**src/vertex_fifo.sv**
```systemverilog
`timescale 1ns/1ps

module vertex_fifo #(
	parameter type T     = logic [31:0],
	parameter int  DEPTH = 32
) (
	input  logic clock,
	input  logic rstn,
	input  logic push,
	input  T     data_in,
	input  logic pop,
	output T     data_out,
	output logic valid,
	output logic empty,
	output logic full,
	output logic alfull
);

	T mem [DEPTH];

	logic [$clog2(DEPTH)-1:0] wr_ptr;
	logic [$clog2(DEPTH)-1:0] rd_ptr;
	logic [$clog2(DEPTH):0]   count;
	logic                     do_push;
	logic                     do_pop;

	assign do_push = push && !full;
	assign do_pop  = pop && !empty;

	assign empty  = (count == '0);
	assign full   = (32'(count) == DEPTH);
	assign alfull = (32'(count) == DEPTH - 1);

	// storage and registered read port
	always_ff @(posedge clock) begin
		if (do_push)
			mem[wr_ptr] <= data_in;
		if (do_pop)
			data_out <= mem[rd_ptr];
	end

	always_ff @(posedge clock or negedge rstn) begin
		if (!rstn) begin
			wr_ptr <= '0;
			rd_ptr <= '0;
			count  <= '0;
			valid  <= 1'b0;
		end else begin
			valid <= do_pop;   // data_out good one cycle after pop
			if (do_push)
				wr_ptr <= (32'(wr_ptr) == DEPTH - 1) ? '0 : wr_ptr + 1'b1;
			if (do_pop)
				rd_ptr <= (32'(rd_ptr) == DEPTH - 1) ? '0 : rd_ptr + 1'b1;
			case ({do_push, do_pop})
				2'b10:   count <= count + 1'b1;
				2'b01:   count <= count - 1'b1;
				default: ;
			endcase
		end
	end

endmodule

```
**config.mk**
```make
export PLATFORM = sky130hd
export DESIGN_NAME = vertex_fifo
export DESIGN_NICKNAME = d
export VERILOG_FILES = /design/src/vertex_fifo.sv
export SDC_FILE = /design/constraint.sdc
export NUM_CORES = 1
export LEC_CHECK = 0
export BUFFER_PORTS_ARGS = -buffer_cell sky130_fd_sc_hd__buf_4
export CORE_UTILIZATION = 46
export CTS_CLUSTER_SIZE = 12
export DETAILED_ROUTE_END_ITERATION = 10
export PLACE_DENSITY = 0.62
export SYNTH_ARGS = -nofsm -noshare
export SYNTH_HDL_FRONTEND = slang
export SYNTH_SLANG_ARGS = --single-unit
```
**constraint.sdc**
```tcl
create_clock -name clock -period 5.7 [get_ports clock]
set_input_delay 1.425 -clock clock [delete_from_list [all_inputs] [get_ports clock]]
set_output_delay 1.425 -clock clock [all_outputs]
set_load 0.05 [all_outputs]
```
# Yosys cells after proc, flatten, opt, wreduce, memory -nomap -nowiden
# Memories as Yosys holds them, arrays and structs flattened. A register that Yosys moved wholly into a read port is not among the register bits.
# Index checks and enable logic that the tools add are counted.
[word_totals]
reg_bits = 17
mem_bits_rw = 1024
in_bits = 36
output_inout_bits = 36
wordCells = 26
mem_count = 1
[classes]
n_addsub = 4
n_eq_ne = 6
muxes = 5
n_reduce_logical = 6
[mem_list]
columns = ["name", "depth", "width", "rd", "rd_clocked_by_memory_dff", "write_ports", "line", "text"]
rows = [
  ["mem", 32, 32, 1, 1, 1, "19", "T mem [DEPTH];"],
]
[op_table]
columns = ["operator", "n"]
rows = [
  ["case mux 6 bit (2 select lines)", 1],
  ["adder 5 x 1 -> 5 bit (second input constant)", 2],
  ["== test 5 bit (second input constant)", 2],
  ["two-way mux 5 bit", 2],
  ["adder 6 x 1 -> 6 bit (second input constant)", 1],
  ["== test 6 x 5 -> 1 bit (second input constant)", 1],
  ["== test 6 bit (second input constant)", 1],
  ["zero test 6 bit", 1],
  ["subtractor 6 x 1 -> 6 bit (second input constant)", 1],
  ["== test 2 x 1 -> 1 bit (second input constant)", 1],
  ["== test 2 bit (second input constant)", 1],
  ["logical AND 1 bit", 2],
  ["zero test 1 bit", 2],
  ["two-way mux 1 bit", 2],
  ["nonzero test 2 bit", 1],
]

# Logic depth before layout (Yosys ltp)
[depth]
depth_word = 5
mapped_depth = 11

# Worst setup path before layout
# OpenSTA, ideal clock, no wires.
[synth_timing]
path_type = "in2reg"
from = "input pop"
to = "register count[5]"
setup_ns = 0.080
arrival_ns = 3.917
setup_slack_ns = 1.703
path_stages = 8
n_path_buf = 0
path_cell_list = "o31ai_4 inv_1 ha_1 ha_1 or4b_2 o311ai_0 or3b_2 xnor2_1"
[synth_between]
elab_chain_cells = 3
[synth_rtl]
columns = ["element", "line", "text"]
rows = [
  ["start: declaration", "11", "input logic pop,"],
  ["logical AND 1 bit *", "28", "assign do_pop = pop && !empty;"],
  ["named net do_pop", "25", "logic do_pop;"],
  ["== test 2 x 1 -> 1 bit or == test 2 bit (tied branches)", "54", "case ({do_push, do_pop})"],
  ["case mux 6 bit (2 select lines) or nonzero test 2 bit (tied branches)", "n/a", ""],
  ["end signal: assignment", "55", "2'b10: count <= count + 1'b1;"],
  ["end signal: assignment", "56", "2'b01: count <= count - 1'b1;"],
  ["end: declaration", "23", "logic [$clog2(DEPTH):0] count;"],
]
# The timed path passes the listed nets; every way through them passes the cells marked *.
# A chain may end at the register's enable or synchronous reset.

# Final worst setup path
[layout_timing]
from = "input push"
to = "memory mem[9][26] (netlist bit) (enable)"
[layout_between]
elab_chain_cells = 3
[layout_rtl]
columns = ["element", "line", "text"]
rows = [
  ["start: declaration", "9", "input logic push,"],
  ["logical AND 1 bit", "27", "assign do_push = push && !full;"],
  ["two-way mux 1 bit", "36", "if (do_push)"],
  ["two-way mux 1 bit (implied by the code)", "37", "mem[wr_ptr] <= data_in;"],
  ["end: declaration", "19", ""],
]
# Every way passes these cells.

==> metrics.md <==
| Metric | Value |
|---|---|
| Max Cap Viol | `0` |
| H-tree depth | `3` |
| Initial antenna violation count | `4` |
| Worst Setup End Kind | `register` |
| Final nets | `2014` |
| Gr usage total | `21.69%` |
| Slowest CP cell | `nor2_4` |
| Maximum clock path buffer count | `3` |
| Number of global-route vias before repair | `19440` |
| # setup viols final | `0` |
| Fin. max-slew vios | `0` |
| Initial core utilization | `46.65%` |
| CP top delay family | `simple AND/OR/NAND/NOR gates` |
| Tcrit/Tclk final | `63.49%` |
| Post-synthesis sequential area ratio | `78.91%` |
| Register-to-Register Path Depth | `4` |
| Avg Cell Area, Syn | `21.92 µm²` |
| Main combinational cell family by area after synthesis | `multiplexers` |
| Kind of critical path | `input port to register` |
| Final WS setup | `2081 ps` |
| CTS Sinks | `1073` |
| DR iter-0 viols | `2287` |
| Worst path max stage delay | `950 ps` |
| Reg2reg setup slack | `2190 ps` |
| CP Cell Sequence | `buf_4 > o31a_1 > nand2_1 > nor2_4 > buf_4` |
| Number of buffers created by CTS | `109` |
| P_sw | `7.093 mW` |
| Mapped Nets | `1907` |
| ANT nets after route | `0` |
| Die span in y | `299.5 µm` |
| Post-Synth Simple-Gate Area | `1.100%` |
| Place WS | `1414 ps` |
| Hpwl dp | `59980 µm` |
| Remaining Overflow, GRT | `0` |
| Int Power | `15.55 mW` |
| Vias per inst | `6.150` |
| IO buf count | `71` |
| Yosys warning count | `0` |
| Gp weighted congestion | `0.8114` |
| Synth top area share | `77.86%` |
| Worst path bufs/invs | `2` |
| Worst setup SP type | `input port` |
| Number of synthesized register bits | `1073` |
| Net Sw Frac | `31.33%` |
| Core Footprint | `87290 µm²` |
| Synth Flop Type | `edfxtp_1` |
| Slew of the pin with the lowest slew margin | `1180 ps` |
| Fin. Hold Viols | `0` |
| Status | `complete, no violations` |
| Most instantiated cells after synthesis | `edfxtp_1, mux4_2, mux2i_1, a22oi_1` |
| CP required | `6060 ps` |
| Hold path depth | `2` |
| Asr flop ratio synth | `1.584%` |
| Adder-Cell Fraction of Synth Area | `0.4178%` |
| RR Startpoint | `rd_ptr[2]$_DFFE_PN0P_` |
| Min-Delay Path Class | `register to register` |
| Leading area contributor after synthesis | `edfxtp_1` |
| Layout area overhead | `13.14%` |
| Die area | `89730 µm²` |
| Total wire length | `96320 µm` |
| WL/cell | `30.21 µm` |
| Hold-fix buffers, CTS | `0` |
| Post-Synth XOR/XNOR Area | `0.06452%` |
| Die Wd | `299.5 µm` |
| Clk pin slew, worst setup/hold paths | `60 ps` |
| Via count | `19610` |
| CP Max Fanout | `23` |
| Post-Synthesis Cells | `1858` |
| Antenna diode count | `0` |
| I/O pin cnt | `72` |
| P_leak | `14.48 nW` |
| CTS resizes | `0` |
| Post-CTS setup buffer count | `0` |
| Max Freq | `276.3 MHz` |
| Post-Layout Cell Count | `3188` |
| Share of cells above drive strength 1 | `23.71%` |
| Pwr dens | `491.4 nW/µm²` |
| Clk_lat worst skew | `670 ps` |
| Worst path most repeated cell | `buf_4` |
| Slew headroom | `21.14%` |
| TritonCTS clock tree | `yes` |
| Part of the power in combinational logic | `26.6%` |
| Critical Path AT | `3980 ps` |
| DRC violations left | `0` |
| Yosys cell types | `52` |
| Compound-Gate Fraction of Synth Area | `4.310%` |
| Mux share of post-synthesis cell area | `13.85%` |
| Unrepaired setup endpoints after global routing | `no` |
| Count leader, synth | `edfxtp_1` |
| Post-placement cell count | `3009` |
| Minimum clock period | `3619 ps` |
| Largest net degree at the start of global routing | `79` |
| DR pass1 iterations | `6` |
| Number of synthesized flops with an enable pin | `1056` |
| Setup TNS | `0 ps` |
| Hold WS | `564.5 ps` |
| Synth area leaders | `edfxtp_1, mux4_2, mux2i_1` |
| Clock group share of total power | `29.7%` |
| Hold Path Origin | `count[2]$_DFFE_PN0P_` |
| Crit. Startpoint | `push` |
| Worst IR Drop VDD | `333.0 µV` |
| Synthesized cell area | `40730 µm²` |
| Final Skew | `20.83 ps` |
| First-pass GRT wire length | `139300 µm` |
| CTS root buffer | `clkbuf_16` |
| Sequential share of power | `43.6%` |
| Cell Rows | `108` |
| CP Depth | `5` |
[metal layers]
metal  up-vias  share of wire (%)  track usage, %
met3        96                9.3           4.892
met1     10550                 45           34.38
li1       8113                  -               -
met4         0                1.4           4.094
met2       850                 44           30.97
met5         -                  0               0
[stage by stage]
stage	total power, mW	util [%]	cell area [µm²]
detailed placement	16.10	49.01	42780
global placement	16.03	49.01	42780
global route	23.44	52.78	46080
floorplan	13.74	-	40730
CTS	22.79	52.78	46080
finish	22.64	52.78	46080
[final timing paths]
kind,endpoint
setup / recovery,mem[9][26]$_DFFE_PP_
min in group asynchronous,count[5]$_DFFE_PN0P_
hold / removal,count[2]$_DFFE_PN0P_
hold reg to reg,count[2]$_DFFE_PN0P_
max in group asynchronous,rd_ptr[0]$_DFFE_PN0P_
setup reg to reg,data_out[7]$_DFFE_PP_
[power by group through the flow]
stage | clock network, mW | registers, mW | logic, mW
2_1_floorplan | 0 | 10.1 | 3.67
3_3_place_gp | 0 | 10.0 | 5.98
3_5_place_dp | 0 | 10.1 | 6.05
4_1_cts | 6.83 | 9.90 | 6.06
5_1_grt | 7.12 | 9.94 | 6.38
6_report | 6.73 | 9.88 | 6.03
[layout by cell type (no fill, tap or decap), drive strengths merged, types with 2 or more instances in the layout]
master / n
mux2i: 127
nor4: 3
nor3: 4
a21oi: 62
o221ai: 62
dfrtp: 17
a221o: 2
a2111oi: 2
clkbuf: 142
clkinv: 29
or3b: 4
nor2b: 5
or4b: 2
mux4: 193
nor2: 37
xnor2: 2
a211oi: 2
o21ai: 10
inv: 10
nand3: 4
a21o: 2
nand2: 14
mux2: 2
nand3b: 5
ha: 12
or3: 2
edfxtp: 1056
and3: 2
buf: 101
bufinv: 8
o31ai: 3
a22oi: 93
[area by class of cell]
| cell class | instances | area, µm² |
|---|---|---|
| inverters | 10 | 50.05 |
| clock buffers | 142 | 2894 |
| repair buffers | 101 | 820.8 |
| multi-input cells | 670 | 8315 |
| well taps | 1155 | 1445 |
| fillers | 6709 | 41220 |
| clock inverters | 37 | 401.6 |
| flip-flops and latches | 1073 | 32150 |
[tightest hold or removal path, cell delays in order, from the launching register on]
cell,delay [ps]
dfrtp_1,390
nand2_1,60
o21ai_0,80
[cells by family after synthesis]
| kind of cell | count (synthesis) |
|---|---|
| AOI/OAI and AO/OA | 244 |
| xor gates and xnor gates | 3 |
| adders and majority gates | 13 |
| buffers and inverters | 115 |
| DFF | 1073 |
| muxes | 322 |
| and+or+nand+nor | 88 |
[registers in the layout, summed over array words and instances, names as in the netlist]
name	cells
mem	1024
data_out	32
count	6
rd_ptr	5
wr_ptr	5
valid	1
No activity file was read; power rests on OpenSTA's default activity.
