<file path="config.mk">
export PLATFORM = sky130hd
export DESIGN_NAME = read_command_gen
export DESIGN_NICKNAME = d
export VERILOG_FILES = /design/src/mem_pkg.sv /design/src/graph_pkg.sv /design/src/read_command_gen.sv
export SDC_FILE = /design/constraint.sdc
export NUM_CORES = 1
export LEC_CHECK = 0
export ABC_CLOCK_PERIOD_IN_PS = 4600
export BUFFER_PORTS_ARGS = -buffer_cell sky130_fd_sc_hd__buf_2
export CAP_MARGIN = 40
export CORE_UTILIZATION = 49
export CTS_CLUSTER_SIZE = 40
export DETAILED_ROUTE_END_ITERATION = 7
export GPL_ROUTABILITY_DRIVEN = 0
export PLACE_DENSITY = 0.77
export SYNTH_ARGS = -nofsm -noshare
export SYNTH_HDL_FRONTEND = slang
export SYNTH_SLANG_ARGS = --single-unit
export TNS_END_PERCENT = 50
</file>
<file path="constraint.sdc">
create_clock -name clock -period 4.6 [get_ports clock]
set_input_delay 0.69 -clock clock [delete_from_list [all_inputs] [get_ports clock]]
set_output_delay 0.69 -clock clock [all_outputs]
set_load 0.01 [all_outputs]
</file>
<file path="src/mem_pkg.sv">
package mem_pkg;

	////////////////////////////////////////
	// cacheline geometry
	////////////////////////////////////////

	localparam int CACHELINE_SIZE = 128;   // bytes
	localparam int CACHELINE_BITS = 1024;
	localparam int BEAT_BITS      = 512;   // half a line per data beat

	// which vertex array a command or beat belongs to
	typedef enum logic [1:0] {
		TAG_NONE,
		TAG_IN_DEGREE,
		TAG_OUT_DEGREE,
		TAG_EDGES_IDX
	} array_tag_t;

	////////////////////////////////////////
	// read channel
	////////////////////////////////////////

	typedef struct packed {
		logic        valid;
		logic [63:0] address;
		logic [15:0] size;     // power of two, bytes
		array_tag_t  tag;
	} read_command_t;

	typedef struct packed {
		logic           valid;
		array_tag_t     tag;
		logic [511:0]   data;
	} read_data_t;

	// one pulse per line, after both beats
	typedef struct packed {
		logic       valid;
		array_tag_t tag;
	} read_response_t;

endpackage

</file>
<file path="src/graph_pkg.sv">
package graph_pkg;

	////////////////////////////////////////
	// vertex and chunk sizes
	////////////////////////////////////////

	localparam int VERTEX_BITS    = 32;
	localparam int CHUNK_VERTICES = 32;   // one cacheline of 32-bit words

	// work descriptor, held for the whole run
	typedef struct packed {
		logic        valid;
		logic [31:0] num_vertices;
		logic [63:0] in_degree_base;
		logic [63:0] out_degree_base;
		logic [63:0] edges_idx_base;
	} wed_t;

	typedef struct packed {
		logic        valid;
		logic [31:0] id;
		logic [31:0] in_degree;
		logic [31:0] out_degree;
		logic [31:0] edges_idx;
	} vertex_t;

	////////////////////////////////////////
	// vertex buffer status
	////////////////////////////////////////

	typedef struct packed {
		logic valid;    // data_out holds a popped record
		logic empty;
		logic full;
		logic alfull;   // one free slot left
	} buffer_status_t;

endpackage

</file>
<file path="src/read_command_gen.sv">
`timescale 1ns/1ps

module read_command_gen (
	input  logic                    clock,
	input  logic                    rstn,
	input  graph_pkg::wed_t         wed,
	input  mem_pkg::read_response_t read_response,
	input  logic                    buffer_empty,
	output mem_pkg::read_command_t  read_command,
	output logic                    reads_pending
);

	import mem_pkg::*;
	import graph_pkg::*;

	typedef enum logic [2:0] {
		ST_RESET,
		ST_INIT,
		ST_IDLE,
		ST_SIZE,
		ST_IN_DEGREE,
		ST_OUT_DEGREE,
		ST_EDGES_IDX
	} state_t;

	state_t state, next_state;

	logic [31:0] remaining;      // vertices not yet requested
	logic [63:0] chunk_offset;
	logic [15:0] request_size;
	logic [3:0]  outstanding;
	logic        issue;
	logic        send_ready;

	// smallest power of two covering the chunk, capped at one line
	function automatic logic [15:0] request_bytes(input logic [31:0] count);
		logic [15:0] bytes;
		logic [15:0] size;
		bytes = {count[13:0], 2'b00};
		size = 16'd4;
		for (int i = 0; i < 5; i++) begin
			if (size < bytes)
				size = size << 1;
		end
		if (count >= 32'(CHUNK_VERTICES))
			size = 16'(CACHELINE_SIZE);
		return size;
	endfunction

	assign send_ready = buffer_empty && (|remaining) && !reads_pending;
	assign issue = (state == ST_IN_DEGREE) || (state == ST_OUT_DEGREE) ||
		(state == ST_EDGES_IDX);

	////////////////////////////////////////
	// chunk FSM
	////////////////////////////////////////

	always_ff @(posedge clock or negedge rstn) begin
		if (!rstn)
			state <= ST_RESET;
		else
			state <= next_state;
	end

	always_comb begin
		next_state = state;
		case (state)
			ST_RESET:      if (wed.valid) next_state = ST_INIT;
			ST_INIT:       next_state = ST_IDLE;
			ST_IDLE:       if (send_ready) next_state = ST_SIZE;
			ST_SIZE:       next_state = ST_IN_DEGREE;
			ST_IN_DEGREE:  next_state = ST_OUT_DEGREE;
			ST_OUT_DEGREE: next_state = ST_EDGES_IDX;
			ST_EDGES_IDX:  next_state = ST_IDLE;
			default:       next_state = ST_RESET;
		endcase
	end

	////////////////////////////////////////
	// commands and chunk bookkeeping
	////////////////////////////////////////

	always_ff @(posedge clock or negedge rstn) begin
		if (!rstn) begin
			read_command <= '0;
			remaining    <= '0;
			chunk_offset <= '0;
			request_size <= '0;
		end else begin
			read_command.valid <= 1'b0;   // strobe, one cycle per command
			case (state)
				ST_INIT: remaining <= wed.num_vertices;
				ST_SIZE: begin
					request_size <= request_bytes(remaining);
					if (remaining >= 32'(CHUNK_VERTICES))
						remaining <= remaining - 32'(CHUNK_VERTICES);
					else
						remaining <= '0;
				end
				ST_IN_DEGREE: read_command <= '{valid: 1'b1, address: wed.in_degree_base + chunk_offset,
					size: request_size, tag: TAG_IN_DEGREE};
				ST_OUT_DEGREE: read_command <= '{valid: 1'b1,
					address: wed.out_degree_base + chunk_offset, size: request_size,
					tag: TAG_OUT_DEGREE};
				ST_EDGES_IDX: begin
					read_command <= '{valid: 1'b1, address: wed.edges_idx_base + chunk_offset,
						size: request_size, tag: TAG_EDGES_IDX};
					chunk_offset <= chunk_offset + 64'(CACHELINE_SIZE);   // next line
				end
				default: ;
			endcase
		end
	end

	// counted at issue so a new chunk never sees a stale zero
	always_ff @(posedge clock or negedge rstn) begin
		if (!rstn)
			outstanding <= '0;
		else
			outstanding <= outstanding + {3'b000, issue} - {3'b000, read_response.valid};
	end

	assign reads_pending = |outstanding;

endmodule

</file>
Yosys cells after proc, flatten, opt, wreduce, memory -nomap -nowiden:

Index checks and enable logic that the tools add are counted.

* $add $sub $neg: 7
* reduce and logical (&&, ||, !) cells: 12
* order comparisons: 6
* mux-type cells: 16
* eq/ne operators: 8

Operators by type and width (count)
* $pmux 83 s3: 1
* $add 64x64->64: 3
* $mux 16: 9
* $add 64x8->64 const B: 1
* $lt 16x16->1: 4
* $pmux 32 s2: 1
* $ge 32x6->1 const B: 1
* $mux 32: 1
* $reduce_or 32->1: 1
* $sub 32x6->32 const B: 1
* $pmux 3 s6: 1
* $lt 3x16->1 const A: 1
* $eq 3x3->1 const B: 3
* $eq 3x2->1 const B: 2
* $mux 3: 2
* $add 4x1->4: 1
* $mux 4: 1
* $ne 2x2->1 const B: 2
* $reduce_or 4->1: 1
* $sub 4x1->4: 1
* $eq 3x1->1 const B: 1
* $logic_not 3->1: 1
* $reduce_bool 3->1: 1
* $logic_and 1x1->1: 2
* 5 further kinds: 6

* logic and storage cells: 58
* input bits: 231
* register bits: 202

Logic depth before layout (Yosys ltp):

* word-level depth: 15
* mapped depth: 25
* mapped depth without buffers: 25

Worst setup path before layout:

Ideal clock, no wire load.

* kind: flip-flop to flip-flop
* start: register remaining[12]
* end: register request_size[7]
* setup slack: -0.478 ns
* data required time: 4.518 ns
* clock period less this slack: 5.078 ns
* library setup time: 0.082 ns
* data arrival time: 4.996 ns
* stages on the path, launching flop included: 26
* path through: dfrtp_1 nor4_2 and3_1 nand2_1 nor2_1 ha_1 ha_1 a21o_1 a21oi_1 nor2_2 mux2i_1 inv_1 ha_1 o21ai_0 nand2b_1 a21oi_1 or3_1 a31o_2 mux2i_1 ha_1 a21o_1 a21o_1 a21oi_1 a21oi_4 nand2b_1 a31oi_1

* word-level cells in the longest chain between the ends: 15
* elaborated cells on any way between the ends: 16

RTL lines
* start: declaration: line read_command_gen.sv:28 `logic [31:0] remaining;`
* start signal: assignment: line read_command_gen.sv:92 `ST_INIT: remaining <= wed.num_vertices;`
* start signal: assignment: line read_command_gen.sv:96 `remaining <= remaining - 32'(CHUNK_VERTICES);`
* $lt 3x16->1: line read_command_gen.sv:42 `if (size < bytes)`
* $mux 4: line read_command_gen.sv:42
* $mux 16: line read_command_gen.sv:91 `case (state)`
* $lt 16x16->1: line read_command_gen.sv:42
* $mux 16: line read_command_gen.sv:42
* $mux 16: line read_command_gen.sv:91
* $lt 16x16->1: line read_command_gen.sv:42
* $mux 16: line read_command_gen.sv:42
* $mux 16: line read_command_gen.sv:91
* $lt 16x16->1: line read_command_gen.sv:42
* $mux 16: line read_command_gen.sv:42
* $mux 16: line read_command_gen.sv:91
* $lt 16x16->1: line read_command_gen.sv:42
* $mux 16: line read_command_gen.sv:42
* $mux 16 (*): line read_command_gen.sv:45 `if (count >= 32'(CHUNK_VERTICES))`
* end signal: assignment: line read_command_gen.sv:94 `request_size <= request_bytes(remaining);`
* end: declaration: line read_command_gen.sv:30 `logic [15:0] request_size;`

Every way passes the cells marked *; elsewhere a longest branch is shown, timed or not. The select of a mux whose other input is x is not followed.
A chain may end at the register's enable or synchronous reset.

Worst setup path after layout:

* start: register remaining[11]
* end: register request_size[4]

Same word-level chain as after synthesis.

==> impl_results.md <==
* Status: finished with violations
* Failing checks: setup timing
* Critical-path top delay cell: dfrtp_1
* Layout area overhead at 21.9%
* Skew final at between 10 and 15 ps
* Worst vdd ir at 318 uV
* CTS Buf Count at 17
* Mapped Cells at 1507
* CTS tree: built
* H-tree levels at 4
* DR iter-0 viols at ~930
* Final ANT Viol Nets at 0
* Wirelength per Cell at 17.7 um
* Initial antenna violation count at 2
* Switching Share at 0.448
* Synth warn at 0
* Power per cell area at roughly 520 nW/um^2
* Final Cycle Share at 1.07
* Hold Path Class: primary input to async pin
* Post-route minimum period at a little under 5000 ps
* Yosys top cell area share at 0.350
* PortBufs at 302
* Post-Route WL at 38.1 mm
* Internal at around 4400 uW
* Post-route setup TNS at -1750 ps
* Flops & latches, synth at 175
* Row count at 58
* End of the worst register-to-register path: request_size[4]$_DFFE_PN0P_
* Share of layout cells above drive strength 1 at 0.247
* Slew Limit Fails at 0
* Critical Path Source Type: flop
* Slew HR at 0.426
* Critical path fanouts, max at 6
* Peak Freq at 203 MHz
* CP endpoint kind: flop
* Root Buffer Master: clkbuf_16
* Fin nets at roughly 2.1k
* Place WS at -353 ps
* DRC at 0
* Post-synth EDFFs at 0
* Global Route Usage Sum at 0.293
* Vias in the first global route at 12.3k
* Worst-skew pair later-pin latency at 440 ps
* Clk buf depth at 2
* Routed via count at ~13k
* Total Power at 7920 uW
* Hold_ws at 302 ps
* Total gr overflow at 0
* Internal reg-to-reg setup slack at -320 ps
* Data arrival, critical path at 5230 ps
* Initial Util at 0.498
* Final worst-path setup slack at -319 ps
* Clock network fraction of total power at 0.180
* CTS clk-pin slew, worst paths at 70 ps
* Sink Count at about 180
* Reg2reg start: remaining[11]$_DFFE_PN0P_
* Main flop type after synthesis: dfrtp_1
* Asr flop ratio synth at 1.00
* Synthesized area at 12500 sq um
* Most common library cells after synthesis: nand2_1 (191), dfrtp_1 (175), a21oi_1 (151)
* Yosys top cell by area: dfrtp_1
* Final Hold Vio Count at 0
* Syn_area_per_cell at 8.29 sq um
* Critical path required time at between 4000 and 5000 ps
* Largest net degree at the start of global routing at 91
* Reg2Reg Depth at 25
* First-pass DRT Iterations at 7
* Count leader, synth: nand2_1
* Ports at 315
* First-pass GRT wire length at about 60 mm
* CORE AREA at around 25000 sq um
* Register share of total power at 0.299
* Synth cell types at 75
* Combinational share of power at 0.520
* Die ar. at 26100 sq um
* Sw power at 3550 uW
* Worst Tran Pin Value at between 800 and 900 ps
* Finish-stage setup viols at 6
* Seq/Total Area, Yosys at 0.350
* CP max stage delay at around 410 ps
* Fillers at 2212
* Die width at 162 um
* Die Height at 162 um
* Largest cells by area after synthesis: dfrtp_1 (35%), ha_1 (7.5%), o22ai_1 (6.4%)
* Leak at 0.00732 uW
* Detailed Place HPWL at 28.8 mm
* RSZ-0062 raised after global routing: true
* Max-cap violations at 0
* Drt via density at around 6
* Worst Setup Path Type: flop to flop
==> per-layer routing <==
metal | share of wire | vias to the layer above | track usage | wire length (um)
met2 | 0.49 | 553 | 0.507 | 18600
li1 | - | 6104 | - | -
met5 | 0 | - | 0 | 0
met4 | 0.029 | 0 | 0.111 | 1100
met1 | 0.41 | 5935 | 0.357 | 15700
met3 | 0.069 | 71 | 0.0598 | 2650
==> cell usage in the layout (no fill, tap or decap), drive strengths merged, types with 5 or more instances in the layout <==
cell and instances:
buf 363, nand2 191, dfrtp 175, a21oi 152, o21ai 137, o22ai 128, nor2 83, ha 75
xnor2 70, inv 47, xor2 41, nand3 33, nor3 30, a21o 29, nand4 27, and3 21
clkbuf 17, nand2b 12, a31oi 12, mux2i 11, a211oi 10, conb 10, nor4 10, nor2b 9
o31ai 9, o211ai 8, o21bai 8, a22oi 8, o21a 8, or3 8, mux2 7, clkinv 6
nor3b 5
==> kinds of logic after synthesis <==
family / Yosys count / share of synthesized area
compound gates: 542 / 0.260
xor+xnor: 111 / 0.0778
fa+ha+maj: 77 / 0.0783
buf+inv: 134 / 0.0455
flops: 175 / 0.350
mux: 18 / 0.0151
other cells: 1 / 0.000300
simple gates: 449 / 0.173
==> worst max-delay path by stage <==
stage | start | to | slack [ps]
after detailed placement | remaining[11]$_DFFE_PN0P_ | request_size[4]$_DFFE_PN0P_ | -350
after global routing | remaining[11]$_DFFE_PN0P_ | request_size[4]$_DFFE_PN0P_ | -570
final | remaining[11]$_DFFE_PN0P_ | request_size[4]$_DFFE_PN0P_ | -320
after CTS | remaining[12]$_DFFE_PN0P_ | request_size[4]$_DFFE_PN0P_ | -330
after global placement | remaining[11]$_DFFE_PN0P_ | request_size[4]$_DFFE_PN0P_ | -160
after floorplan | remaining[11]$_DFFE_PN0P_ | request_size[2]$_DFFE_PN0P_ | -230
==> critical path, delay by kind of cell, from the launching register on <==
kind / cells / cell delay, ps
AOI/OAI and AO/OA: 10 / 1420
adders and majority gates: 4 / 1050
buffers and inverters: 2 / 180
DFF: 1 / 410
muxes: 3 / 600
and+or+nand+nor: 6 / 1160
==> final cells by class <==
| type | count | area (sq um) | area share |
|---|---|---|---|
| multi-input cells | 1207 | 7730 | 0.507 |
| flip-flops and latches | 175 | 4380 | 0.287 |
| repair buffers | 363 | 1990 | 0.130 |
| clock buffers | 17 | 425 | 0.0279 |
| well taps | 330 | 413 | 0.0271 |
| inverters | 43 | 161 | 0.0106 |
| clock inverters | 15 | 139 | 0.00911 |
| diodes | 2 | 5.00 | 0.000328 |
==> power groups by stage <==
stage | combinational (uW) | clock, uW | sequential (uW)
after CTS | 4050 | 1440 | 2360
after global routing | 4570 | 1500 | 2420
final | 4120 | 1430 | 2370
after detailed placement | 4010 | 0 | 2380
after floorplan | 2530 | 0 | 2470
after global placement | 3890 | 0 | 2360
==> state kept, by name, summed over array words and instances (netlist names) <==
register / count
request_size: 6
state: 3
chunk_offset: 57
remaining: 32
outstanding: 4
read_command: 73
==> metrics by stage <==
stage / instance area, sq um / instances / utilization
3_3_place_gp: 14600 / 2109 / 0.580
3_5_place_dp: 14600 / 2109 / 0.580
5_1_grt: 15200 / 2151 / 0.607
4_1_cts: 15200 / 2146 / 0.604
2_1_floorplan: 12600 / 1516 / -
6_report: 15200 / 2152 / 0.607
==> what timing repair did <==
item,CTS,global route
setup buffers,5,4
gates cloned,0,0
setup endpoints to repair,6,6
endpoints found under the hold margin,0,0
pin swaps,15,14
hold buffers,0,0
gates resized for setup,2,9
No activity file was read; power rests on OpenSTA's default activity.
