$ cat config.mk
export PLATFORM = sky130hd
export DESIGN_NAME = vertex_emitter
export DESIGN_NICKNAME = d
export VERILOG_FILES = /design/src/graph_pkg.sv /design/src/vertex_emitter.sv
export SDC_FILE = /design/constraint.sdc
export NUM_CORES = 1
export LEC_CHECK = 0
export BUFFER_PORTS_ARGS = -buffer_cell sky130_fd_sc_hd__buf_4
export CAP_MARGIN = 25
export CORE_AREA = 4 4 180 95
export CTS_CLUSTER_DIAMETER = 30
export DETAILED_ROUTE_END_ITERATION = 8
export DIE_AREA = 0 0 184 99
export PLACE_DENSITY = 0.8
export SLEW_MARGIN = 20
export SYNTH_ARGS = -nofsm -noshare
export SYNTH_HDL_FRONTEND = slang
export SYNTH_SLANG_ARGS = --single-unit
$ cat constraint.sdc
create_clock -name clock -period 3.4 [get_ports clock]
set_input_delay 0.51 -clock clock [delete_from_list [all_inputs] [get_ports clock]]
set_output_delay 0.51 -clock clock [all_outputs]
set_load 0.01 [all_outputs]
$ cat src/graph_pkg.sv
package graph_pkg;

	////////////////////////////////////////
	// vertex and chunk sizes
	////////////////////////////////////////

	localparam int VERTEX_BITS    = 32;
	localparam int CHUNK_VERTICES = 32;   // one cacheline of 32-bit words

	// work descriptor, held for the whole run
	typedef struct packed {
		logic        valid;
		logic [31:0] num_vertices;
		logic [63:0] in_degree_base;
		logic [63:0] out_degree_base;
		logic [63:0] edges_idx_base;
	} wed_t;

	typedef struct packed {
		logic        valid;
		logic [31:0] id;
		logic [31:0] in_degree;
		logic [31:0] out_degree;
		logic [31:0] edges_idx;
	} vertex_t;

	////////////////////////////////////////
	// vertex buffer status
	////////////////////////////////////////

	typedef struct packed {
		logic valid;    // data_out holds a popped record
		logic empty;
		logic full;
		logic alfull;   // one free slot left
	} buffer_status_t;

endpackage

$ cat src/vertex_emitter.sv
`timescale 1ns/1ps

module vertex_emitter (
	input  logic                              clock,
	input  logic                              rstn,
	input  logic [graph_pkg::VERTEX_BITS-1:0] num_vertices,
	input  logic                              lines_ready,
	input  logic                              reads_pending,
	input  logic [graph_pkg::VERTEX_BITS-1:0] in_degree,
	input  logic [graph_pkg::VERTEX_BITS-1:0] out_degree,
	input  logic [graph_pkg::VERTEX_BITS-1:0] edges_idx,
	output logic                              shift,
	output logic                              chunk_done,
	output graph_pkg::vertex_t                record,
	output logic                              push
);

	import graph_pkg::*;

	logic [VERTEX_BITS-1:0]            vertex_id;   // running id over all chunks
	logic [$clog2(CHUNK_VERTICES):0]   chunk_pos;
	logic                              fill;
	logic                              more;

	assign fill = lines_ready && !reads_pending;
	assign more = (vertex_id < num_vertices) && (32'(chunk_pos) < CHUNK_VERTICES);

	assign shift      = fill && more;
	assign chunk_done = fill && !more;   // releases all three lines

	////////////////////////////////////////
	// record assembly
	////////////////////////////////////////

	always_ff @(posedge clock or negedge rstn) begin
		if (!rstn) begin
			vertex_id <= '0;
			chunk_pos <= '0;
			record    <= '0;
		end else begin
			if (shift) begin
				vertex_id <= vertex_id + 1'b1;
				chunk_pos <= chunk_pos + 1'b1;
				record    <= '{valid: 1'b1, id: vertex_id, in_degree: in_degree,
					out_degree: out_degree, edges_idx: edges_idx};
			end else begin
				record.valid <= 1'b0;
			end
			if (chunk_done)
				chunk_pos <= '0;
		end
	end

	// vertices with no neighbours at all are dropped here
	assign push = record.valid && ((|record.in_degree) || (|record.out_degree));

endmodule

**Word-level counts from Yosys, hierarchy flattened**

Index checks and enable logic that the tools add are counted.

- Register bits after elaboration: 167
- Bits of input ports: 132
- Output and inout port bits: 132
- Word-level logic and storage cells: 25

- Add/subtract/negate cells: 2
- Magnitude comparators: 2
- Muxes and demuxes: 3
- Reductions and logical operators: 11

Operators by type and width:

| operator | number |
|---|---|
| $reduce_or A32 Y1 | 2 |
| $add A32 B1 Y32 const B | 1 |
| $lt A32 B32 Y1 | 1 |
| $mux W6 | 2 |
| $add A6 B1 Y6 const B | 1 |
| $lt A6 B6 Y1 const B | 1 |
| $logic_and A1 B1 Y1 | 5 |
| $logic_not A1 Y1 | 2 |
| $reduce_bool A2 Y1 | 1 |
| $logic_or A1 B1 Y1 | 1 |
| $mux W1 | 1 |

**Longest topological paths before layout**

Gate-level depths: netlist of the first run.

- Depth in word-level cells: 5
- Mapped depth: 12
- Gate-level depth less buffers: 9

**Worst setup path after synthesis of the first run**

No wires, ideal clock.

- Kind: input -> output
- Start: input port num_vertices[2] (netlist bit)
- End: output port shift
- Arrival time: 2.436 ns
- Data required time: 2.890 ns
- Path slack: 0.454 ns
- Stages: 12
- Path buffers: 3
- Cell sequence: inv_1 > ha_1 > a211o_1 > a31oi_1 > o221ai_1 > a21oi_2 > o211ai_4 > or2_1 > buf_2 > buf_6 > buf_6 > inv_1

- Longest elaborated chain between the ends: 3

RTL lines:

| item | RTL line | RTL |
|---|---|---|
| start, declared | vertex_emitter.sv:6 | `input logic [graph_pkg::VERTEX_BITS-1:0] num_vertices,` |
| $lt A32 B32 Y1 | vertex_emitter.sv:26 | `assign more = (vertex_id < num_vertices) && (32'(chunk_pos) < CHUNK_VERTICES);` |
| $logic_and A1 B1 Y1 | vertex_emitter.sv:26 |  |
| $logic_and A1 B1 Y1 | vertex_emitter.sv:28 | `assign shift = fill && more;` |
| end, declared | vertex_emitter.sv:12 | `output logic shift,` |

No other way between the ends.

**Worst setup path after layout of the first run**

- Start: register vertex_id[2]
- End: output port shift

- Longest elaborated chain between the ends: 3

RTL lines:

| item | RTL line | RTL |
|---|---|---|
| start, declared | vertex_emitter.sv:20 | `logic [VERTEX_BITS-1:0] vertex_id;` |
| start signal, assigned | vertex_emitter.sv:42 | `vertex_id <= vertex_id + 1'b1;` |
| $lt A32 B32 Y1 | vertex_emitter.sv:26 |  |
| $logic_and A1 B1 Y1 | vertex_emitter.sv:26 |  |
| $logic_and A1 B1 Y1 | vertex_emitter.sv:28 |  |

No other way between the ends.

==> run metrics, run 1 <==
Req. time, crit path=between 2 and 3 ns; Peak VDD IR=between 300 and 400 uV; clock tree from TritonCTS=yes; Clock Latency Late Sink=slightly above 0.4 ns; clock root cell=clkbuf_16; CTS max path bufs=2; RD Place Congestion=between 0.7 and 0.8; Clk pin slew, worst setup/hold paths=~0.070 ns; clock share of power=0.301; Core Util, Final=0.691; Int Power=~4.6 mW; synthesized flop and latch total=167; CTS Buf Count=17; IO Port Bufs=263; CP Launch Type=register; Psw=approximately 2 mW; ratio of cells with drive above 1 in the final layout=0.505; first drt pass iteration count=7; vias per inst=between 5 and 6; die width=184 um; synth unique cells=43; IO Count=264; area taken by multi-input logic gates=about 0.0033 mm2; initial drt markers=around 270; WL/cell=approximately 19 um; vias in the first global route=6039; worst path cell trace=ha_1, a211o_1, a31oi_1, o221ai_1, a21oi_2, o211ai_4, or2_4, inv_1, buf_4; slew margin rel.=0.400; Initial Util=0.509; CP Capture Type=primary output; gr ovfl total=0; H-tree depth=4; antenna viol nets, final=0; vias=between 5000 and 6000; CP peak stage delay=approximately 0.48 ns; Worst Hold Class=primary input to asynchronous set/reset pin; post_cts resized=0; critical path class=register to primary output; first-pass GRT wire length=31900 um; Reg power frac=0.424; YS warnings=0; area delta synth->final=35.8%; status=finished, final reports clean; gr usage total=0.217; area of the mapped netlist=just under 0.008 mm2; Logic pwr share=0.274; Hold-fix buffers, CTS=0; final setup vio count=0; Post-synth EDFFs=0; Net Sw Frac=0.298; r2r worst-path depth=9; CTS Sinks=~170; pins over their slew limit=0; DR DRC count=0; Setup TNS=0 ns; fillers=between 1000 and 1500; cell leakage power=roughly 5.4 nW; antenna fix cells=0; Seq/Total Area, Yosys=0.537; drt total wl=approximately 20000 um; die height=roughly 99 um; FMAX=307 MHz; min Tclk post-route=3.26 ns; Rows=32; Post-CTS Setup Inserts=0; initial antenna violation count=0; pwr/cell area=623 mW/mm2; DP Wirelength=14400 um; ys flop type=dfrtp_1; CP max stage cell=dfrtp_1; critical path arrival=2.75 ns; Die Area=around 0.018 mm2; largest net degree at the start of global routing=74; Async SR Flop Fraction=1.00; skew final=~0.014 ns; Synth Area per Inst=between 10 and 15 um2; worst-margin pin slew=approximately 0.90 ns; RSZ-0062 raised after global routing=false; Reg area=roughly 0.0042 mm2; core footprint=around 0.015 mm2; Max FO, Critical Path=7; final hold violation count=0; final-stage net count=between 1000 and 1500; syn nets=752; Syn Inst Count=roughly 600; Final period util=0.959; Max Cap Violations=0
[sequential cells by signal, summed over array words and instances, names as in the netlist]
name and count:
vertex_id 32, record 129, chunk_pos 6
[stage by stage]
| step | instance area [um2] | hold WS, ns | std cells | total power [mW] | setup WS [ns] |
|---|---|---|---|---|---|
| 5_1_grt | 10600 | 0.114 | 1069 | 6.93 | 0.00199 |
| 4_1_cts | 10600 | 0.0988 | 1069 | 6.64 | 0.132 |
| 3_5_place_dp | 9960 | 0.495 | 1037 | 4.64 | 0.340 |
| 2_1_floorplan | 7780 | 0.214 | 587 | 3.65 | 0.454 |
| 6_report | 10600 | 0.0769 | 1069 | 6.59 | 0.138 |
| 3_3_place_gp | 9960 | 0.489 | 1037 | 4.57 | 0.398 |
[Yosys cell counts (6+ instances only)]
master	count	area, um2
nand2_1	24	90.1
buf_2	8	40.0
nand3_1	20	100
dfrtp_1	167	4180
nand4_1	18	113
ha_1	33	413
inv_1	33	124
nor3_1	27	135
nor4_1	21	131
and3_1	6	37.5
mux2_2	74	833
mux2_4	55	826
xor2_1	30	263
buf_6	7	78.8
a21oi_1	10	50.1
clkbuf_1	7	26.3
nor2_1	6	22.5
[power groups by stage]
stage	Sequential [mW]	Clock [mW]	Combinational [mW]
floorplan	2.91	0	0.740
global placement	2.80	0	1.77
detailed placement	2.82	0	1.82
CTS	2.79	2.02	1.83
global route	2.86	2.13	1.95
finish	2.79	1.99	1.81
[kinds of logic after synthesis]
kind of cell	count (synthesis)	synth area share
flops	167	0.537
simple gates	137	0.0947
mux	129	0.213
buf+inv	57	0.0355
compound gates	33	0.0318
fa+ha+maj	33	0.0530
xor+xnor	31	0.0349
[critical path, delay by kind of cell, from the launching register on]
family,cells,cell delay (ns)
simple gates,1,0.30
flops,1,0.48
compound gates,5,1.00
buf+inv,2,0.22
fa+ha+maj,1,0.33
[placed cells by master (no fill, tap or decap), types with 3 or more instances in the layout]
cell,count
inv_1,33
nand2b_1,3
buf_4,266
xor2_1,30
mux2_4,55
and3_1,6
nand4_1,18
buf_12,3
clkbuf_16,17
inv_6,5
o21ai_0,5
nand2_1,24
and4_1,5
ha_1,33
nand3_1,20
clkinv_4,3
nor3_1,27
nor2_1,6
nor4_1,21
dfrtp_1,167
mux2_2,74
a21oi_1,10
[final cells by class]
class                   count  share of cell area
inverters                  33              0.0117
multi-input cells         363               0.315
clock inverters            13              0.0148
flip-flops and latches    167               0.395
well taps                 204              0.0242
clock buffers              19              0.0429
repair buffers            270               0.196
[routing by layer]
| layer | GRT usage | part of all wire | vias up |
|---|---|---|---|
| met4 | 0.0596 | 0.016 | 0 |
| met5 | 0 | 0 | - |
| li1 | - | - | 2647 |
| met3 | 0.0398 | 0.049 | 28 |
| met1 | 0.272 | 0.42 | 2816 |
| met2 | 0.388 | 0.52 | 160 |
[path summary, 6_finish.rpt]
path,from,to,slack [ns]
worst max register to register,vertex_id[7],record[63],0.46
min in group clock,out_degree[19],record[51],0.32
max in group asynchronous,rstn,record[124],2.46
worst max-delay path,vertex_id[2],shift,0.14
worst min-delay path,rstn,vertex_id[13],0.08
worst min register to register,record[13],record[13],0.51
(Power assumes the default switching activity.)
==> run 2: changes to the inputs <==
--- a/config.mk
+++ b/config.mk
@@ -11,6 +11,7 @@
 export CTS_CLUSTER_DIAMETER = 30
 export DETAILED_ROUTE_END_ITERATION = 8
 export DIE_AREA = 0 0 184 99
+export GPL_TIMING_DRIVEN = 0
 export PLACE_DENSITY = 0.8
 export SLEW_MARGIN = 20
 export SYNTH_ARGS = -nofsm -noshare
==> run 2 against run 1 <==
Non-clock buffer count up 27. Final area up 2.0%. Wire length up 4.5%. Total power down 0.31%. Combinational power up 4%. Final cell count up 2.5%. Count of clock-buffer cells in the layout down 2. Utilization up 1.4 points. Global-route usage up 1.2 points. First-iteration DRC count down 20%. Highest routed layer unchanged.
==> run metrics, run 2 (synthesis gave the netlist of run 1 again) <==
Die Area=0.0182 mm2 (unchanged); gr ovfl total=0 (unchanged); placed cell area=0.0101 mm2 (+1.2%); pwr/cell area=609 mW/mm2 (-2.3%); Max FO, Critical Path=7 (unchanged); RSZ-0062 raised after global routing=false; CP Launch Type=register; CTS max path bufs=2 (unchanged); fillers=1101 (-1.1%); clock tree from TritonCTS=yes; WL/cell=18.9 um (+2.0%); skew final=0.0119 ns (-0.00227 ns); critical path class=register to primary output; Worst Hold Class=primary input to register; Clk pin slew, worst setup/hold paths=0.07 ns (about the same); final hold violation count=0 (unchanged); RD Place Congestion=0.817 (+3.3%); status=finished, final reports clean; die height=99 um (unchanged); Max Cap Violations=0 (unchanged); min Tclk post-route=3.26 ns (-0.00652 ns); vias per inst=5.32 (+0.63%); Reg with most FFs=record; worst reg2reg path startpoint=vertex_id[3]; top flop regs=record x129, vertex_id x32, chunk_pos x6; core footprint=0.0153 mm2 (unchanged); DR DRC count=0 (unchanged); IO Port Bufs=263 (unchanged); initial antenna violation count=0 (unchanged); first drt pass iteration count=4 (-3); final setup vio count=0 (unchanged); CP Capture Type=primary output; critical path arrival=2.75 ns (about the same); die width=184 um (unchanged); IO Count=264 (unchanged); Worst Hold Launch=out_degree[26]; pins over their slew limit=0 (unchanged); vias in the first global route=6270 (+3.8%); FMAX=307 MHz (+0.20%); antenna viol nets, final=0 (unchanged); Clock Latency Late Sink=0.42 ns (about the same); Reg area=0.00419 mm2 (+0.15%); Largest register FFs=129 (unchanged); Peak VDD IR=358 uV (+4.9%); gr usage total=0.229 (+0.0115); worst-margin pin slew=0.499 ns (-0.398 ns); Final period util=0.958 (-0.00192); slew margin rel.=0.668 (+0.268); DP Wirelength=15600 um (+7.8%); initial drt markers=218 (-20%); cell leakage power=5.46 nW (+1.4%); clock root cell=clkbuf_16; final-stage net count=1044 (+2.7%); vias=5830 (+3.2%); area delta synth->final=38.5%; CTS Buf Count=17 (unchanged); area taken by multi-input logic gates=0.00338 mm2 (+1.6%); Worst Setup SP=vertex_id[3]; commonest non-fill, non-tap cell in the layout=buf_4; drt total wl=20800 um (+4.5%); CTS Sinks=167 (unchanged); final instance area=0.0108 mm2 (+2.0%); Rows=32 (unchanged); Initial Util=0.509 (unchanged); Req. time, crit path=2.89 ns (about the same); first-pass GRT wire length=33400 um (+4.5%); H-tree depth=4 (unchanged); antenna fix cells=0 (unchanged); ratio of cells with drive above 1 in the final layout=0.520 (+0.0150); most frequent cells in the layout=buf_4 (271), dfrtp_1 (162), mux2_2 (74), mux2_4 (55), inv_1 (33); Setup TNS=0 ns (unchanged); largest net degree at the start of global routing=68 (-8.1%)
[run 2: cell type report]
cell class / count / area share
buffer: 22 / 0.0142
timing repair buffer: 275 / 0.196
clock inverter: 15 / 0.0132
sequential: 167 / 0.388
inverter: 33 / 0.0115
multi-input combinational: 363 / 0.314
clock buffer: 17 / 0.0395
tap: 204 / 0.0237
[run 2: worst max-delay path, cell delays in order, from the launching register on]
cell	delay [ns]
dfrtp_2	0.47
ha_1	0.23
a211o_1	0.28
a31oi_2	0.17
o221ai_2	0.16
a21oi_2	0.23
o211ai_4	0.10
or2_1	0.26
buf_6	0.14
buf_12	0.12
inv_1	0.06
buf_4	0.12
[run 2: what timing repair did]
| action | CTS | global route |
|---|---|---|
| gates cloned | 0 | 0 |
| endpoints found under the hold margin | 35 | 0 |
| setup endpoints to repair | 2 | 2 |
| pin swaps | 2 | 4 |
| resized for setup | 8 | 7 |
| setup buffers | 2 | 7 |
| hold buffers | 1 | 0 |
[run 2: final timing paths]
kind	end	slack [ns]	cells after the start
min in group asynchronous	record[107]	0.55	2
min	record[58]	0.32	2
min reg2reg	record[2]	0.51	1
max reg2reg	record[32]	0.30	12
max	shift	0.14	11
max in group asynchronous	record[82]	1.86	4
[run 2: metrics by stage]
stage	setup slack, ns	power, mW	hold slack [ns]	instances	utilization
2_1_floorplan	0.454	3.65	0.214	587	-
3_3_place_gp	-0.177	4.57	0.490	1054	0.655
3_5_place_dp	-0.259	4.67	0.399	1056	0.659
4_1_cts	-0.0482	6.58	0.302	1089	0.698
5_1_grt	0.0194	6.89	0.298	1096	0.705
6_report	0.144	6.57	0.319	1096	0.705
[run 2: power breakdown]
| group | internal, mW | switching [mW] |
|---|---|---|
| Sequential | 2.42 | 0.382 |
| Combinational | 1.10 | 0.777 |
| Clock | 1.03 | 0.855 |
| Total | 4.55 | 2.01 |
[run 2: routing by layer]
| metal | wire, um | GRT usage | up-vias | share of wire |
|---|---|---|---|---|
| met2 | 10900 | 0.401 | 176 | 0.52 |
| met4 | 467 | 0.0727 | 0 | 0.023 |
| met1 | 8250 | 0.282 | 2921 | 0.40 |
| met5 | 0 | 0 | - | 0 |
| met3 | 1180 | 0.0524 | 34 | 0.057 |
| li1 | - | - | 2699 | - |
==> run 3: changes to the inputs <==
==> constraint.sdc (replaced) <==
create_clock -name clock -period 3.4 [get_ports clock]
set_input_delay 0.34 -clock clock [delete_from_list [all_inputs] [get_ports clock]]
set_output_delay 0.34 -clock clock [all_outputs]
set_load 0.01 [all_outputs]
==> run 3 against run 2 <==
Worst hold slack got worse by 0.17 ns. Flip-flop and latch count unchanged. Combinational power is essentially flat. Sequential power hardly changed. Wire length is 0.95% lower. Non-clock buffer count shrank 6. Largest power group unchanged.
==> run metrics, run 3 (synthesis gave the netlist of run 1 again) <==
min Tclk post-route=3.20 ns (-0.0523 ns); area delta synth->final=37.3%; Largest register FFs=129 (unchanged); top flop regs=record x129, vertex_id x32, chunk_pos x6; first-pass GRT wire length=33300 um (-0.10%); Peak VDD IR=356 uV (-0.56%); most frequent cells in the layout=buf_4 (266), dfrtp_1 (163), mux2_2 (74), mux2_4 (55); RSZ-0062 raised after global routing=false; first drt pass iteration count=4 (unchanged); final instance area=0.0107 mm2 (-0.92%); WL/cell=18.9 um (-0.40%); Worst Hold Launch=edges_idx[8]; Final WS setup=0.197 ns (+0.0523 ns); critical path class=register to primary output; pins over their slew limit=0 (unchanged); Rows=32 (unchanged); die height=99 um (unchanged); r2r worst-path depth=12 (unchanged); cell count of the worst hold path=2 (unchanged); vias=5816 (-0.24%); Reg with most FFs=record; Max FO, Critical Path=8 (+1); die width=184 um (unchanged); RD Place Congestion=0.817 (unchanged); final setup vio count=0 (unchanged); vias per inst=5.34 (+0.31%); Clk pin slew, worst setup/hold paths=0.07 ns (about the same); clock tree from TritonCTS=yes; drt total wl=20600 um (-0.95%); Setup TNS=0 ns (unchanged); status=finished, final reports clean; DR DRC count=0 (unchanged); clock root cell=clkbuf_16; Min-Delay Endpoint=record[8]; largest net degree at the start of global routing=68 (unchanged); antenna viol nets, final=0 (unchanged); antenna fix cells=0 (unchanged); worst reg2reg path startpoint=vertex_id[3]; Final period util=0.942 (-0.0154); vias in the first global route=6260 (-0.16%); initial drt markers=208 (-4.6%); Worst Hold Class=primary input to register; CTS Sinks=167 (unchanged); slew margin rel.=0.681 (+0.0135); ratio of cells with drive above 1 in the final layout=0.511 (-0.00889); dpl ws=0.0332 ns (+0.292 ns); CP Capture Type=primary output; gr busiest metal=met2; FMAX=312 MHz (+1.6%); placed cell area=0.0101 mm2 (unchanged); Req. time, crit path=3.06 ns (+0.17 ns); Clock Latency Late Sink=0.42 ns (about the same); gr ovfl total=0 (unchanged); Initial Util=0.509 (unchanged); CP Launch Type=register; initial antenna violation count=0 (unchanged); met3 Use GR=0.0524 (unchanged); Non-Filler Instances=1090 (-0.55%); commonest non-fill, non-tap cell in the layout=buf_4; final hold violation count=0 (unchanged); gr usage total=0.228 (-0.000317); final-stage net count=1038 (-0.57%); DP Cell Count=1056 (unchanged); CTS max path bufs=2 (unchanged); fillers=1117 (+1.5%); H-tree depth=4 (unchanged); IO Count=264 (unchanged); R2R setup slack=0.22 ns (-0.08 ns); core footprint=0.0153 mm2 (unchanged); DP Wirelength=15600 um (unchanged); Max Cap Violations=0 (unchanged); cell leakage power=5.43 nW (-0.63%); skew final=0.0149 ns (+0.00298 ns); pwr/cell area=611 mW/mm2 (+0.39%); CTS Buf Count=17 (unchanged); critical path arrival=2.86 ns (+0.11 ns); GR Util met1=0.282 (unchanged); IO Port Bufs=263 (unchanged); met2 Resource Use GR=0.401 (-0.000562); Die Area=0.0182 mm2 (unchanged); worst flop-to-flop path endpoint=record[32]; worst-margin pin slew=0.474 ns (-0.0246 ns); Core Util, Final=0.699 (-0.00646)
==> run 3: timing repair <==
item | CTS | global route
endpoints found under the setup margin | 2 | 1
pin swaps | 2 | 1
hold buffers | 1 | 0
endpoints found under the hold margin | 35 | 0
setup buffers | 2 | 1
gates resized for setup | 6 | 2
==> run 3: how the worst max path moves through the flow <==
stage,endpoint,from,cells past startpoint
after global placement,shift,vertex_id[3],12
after global routing,record[42],vertex_id[7],12
after floorplan,shift,vertex_id[2],11
after detailed placement,shift,vertex_id[3],12
final,shift,vertex_id[2],11
after CTS,shift,vertex_id[7],11
==> run 3: final cells by class <==
class,count,area [um2],area share
Clock inverter,15,143,0.0134
Buffer,22,149,0.0139
Sequential cell,167,4180,0.392
Clock buffer,17,425,0.0398
Multi-Input combinational cell,363,3330,0.312
Inverter,33,124,0.0116
Timing Repair Buffer,269,2070,0.194
Tap cell,204,255,0.0239
==> run 3: per-layer routing <==
layer	wire length (um)	part of all wire
met1	8160	0.40
met2	10800	0.52
met3	1210	0.059
met4	421	0.020
met5	0	0
==> run 3: where the power goes <==
| part | switching [mW] | internal [mW] |
|---|---|---|
| Combinational | 0.768 | 1.08 |
| Clock | 0.858 | 1.03 |
| Sequential | 0.377 | 2.42 |
| Total | 2.00 | 4.53 |
==> run 3: worst max-delay path, stage by stage, from the launching register on <==
cell,delay [ns]
dfrtp_2,0.41
ha_1,0.29
a211o_1,0.29
a31oi_1,0.20
o221ai_2,0.17
a21oi_2,0.24
o211ai_4,0.10
or2_1,0.24
buf_4,0.19
buf_12,0.13
inv_1,0.06
buf_4,0.13
==> run 3: through the flow <==
stage / power [mW] / hold slack [ns]
2_1_floorplan: 3.65 / 0.0444
6_report: 6.53 / 0.149
4_1_cts: 6.58 / 0.132
3_3_place_gp: 4.57 / 0.490
3_5_place_dp: 4.67 / 0.229
5_1_grt: 6.86 / 0.128
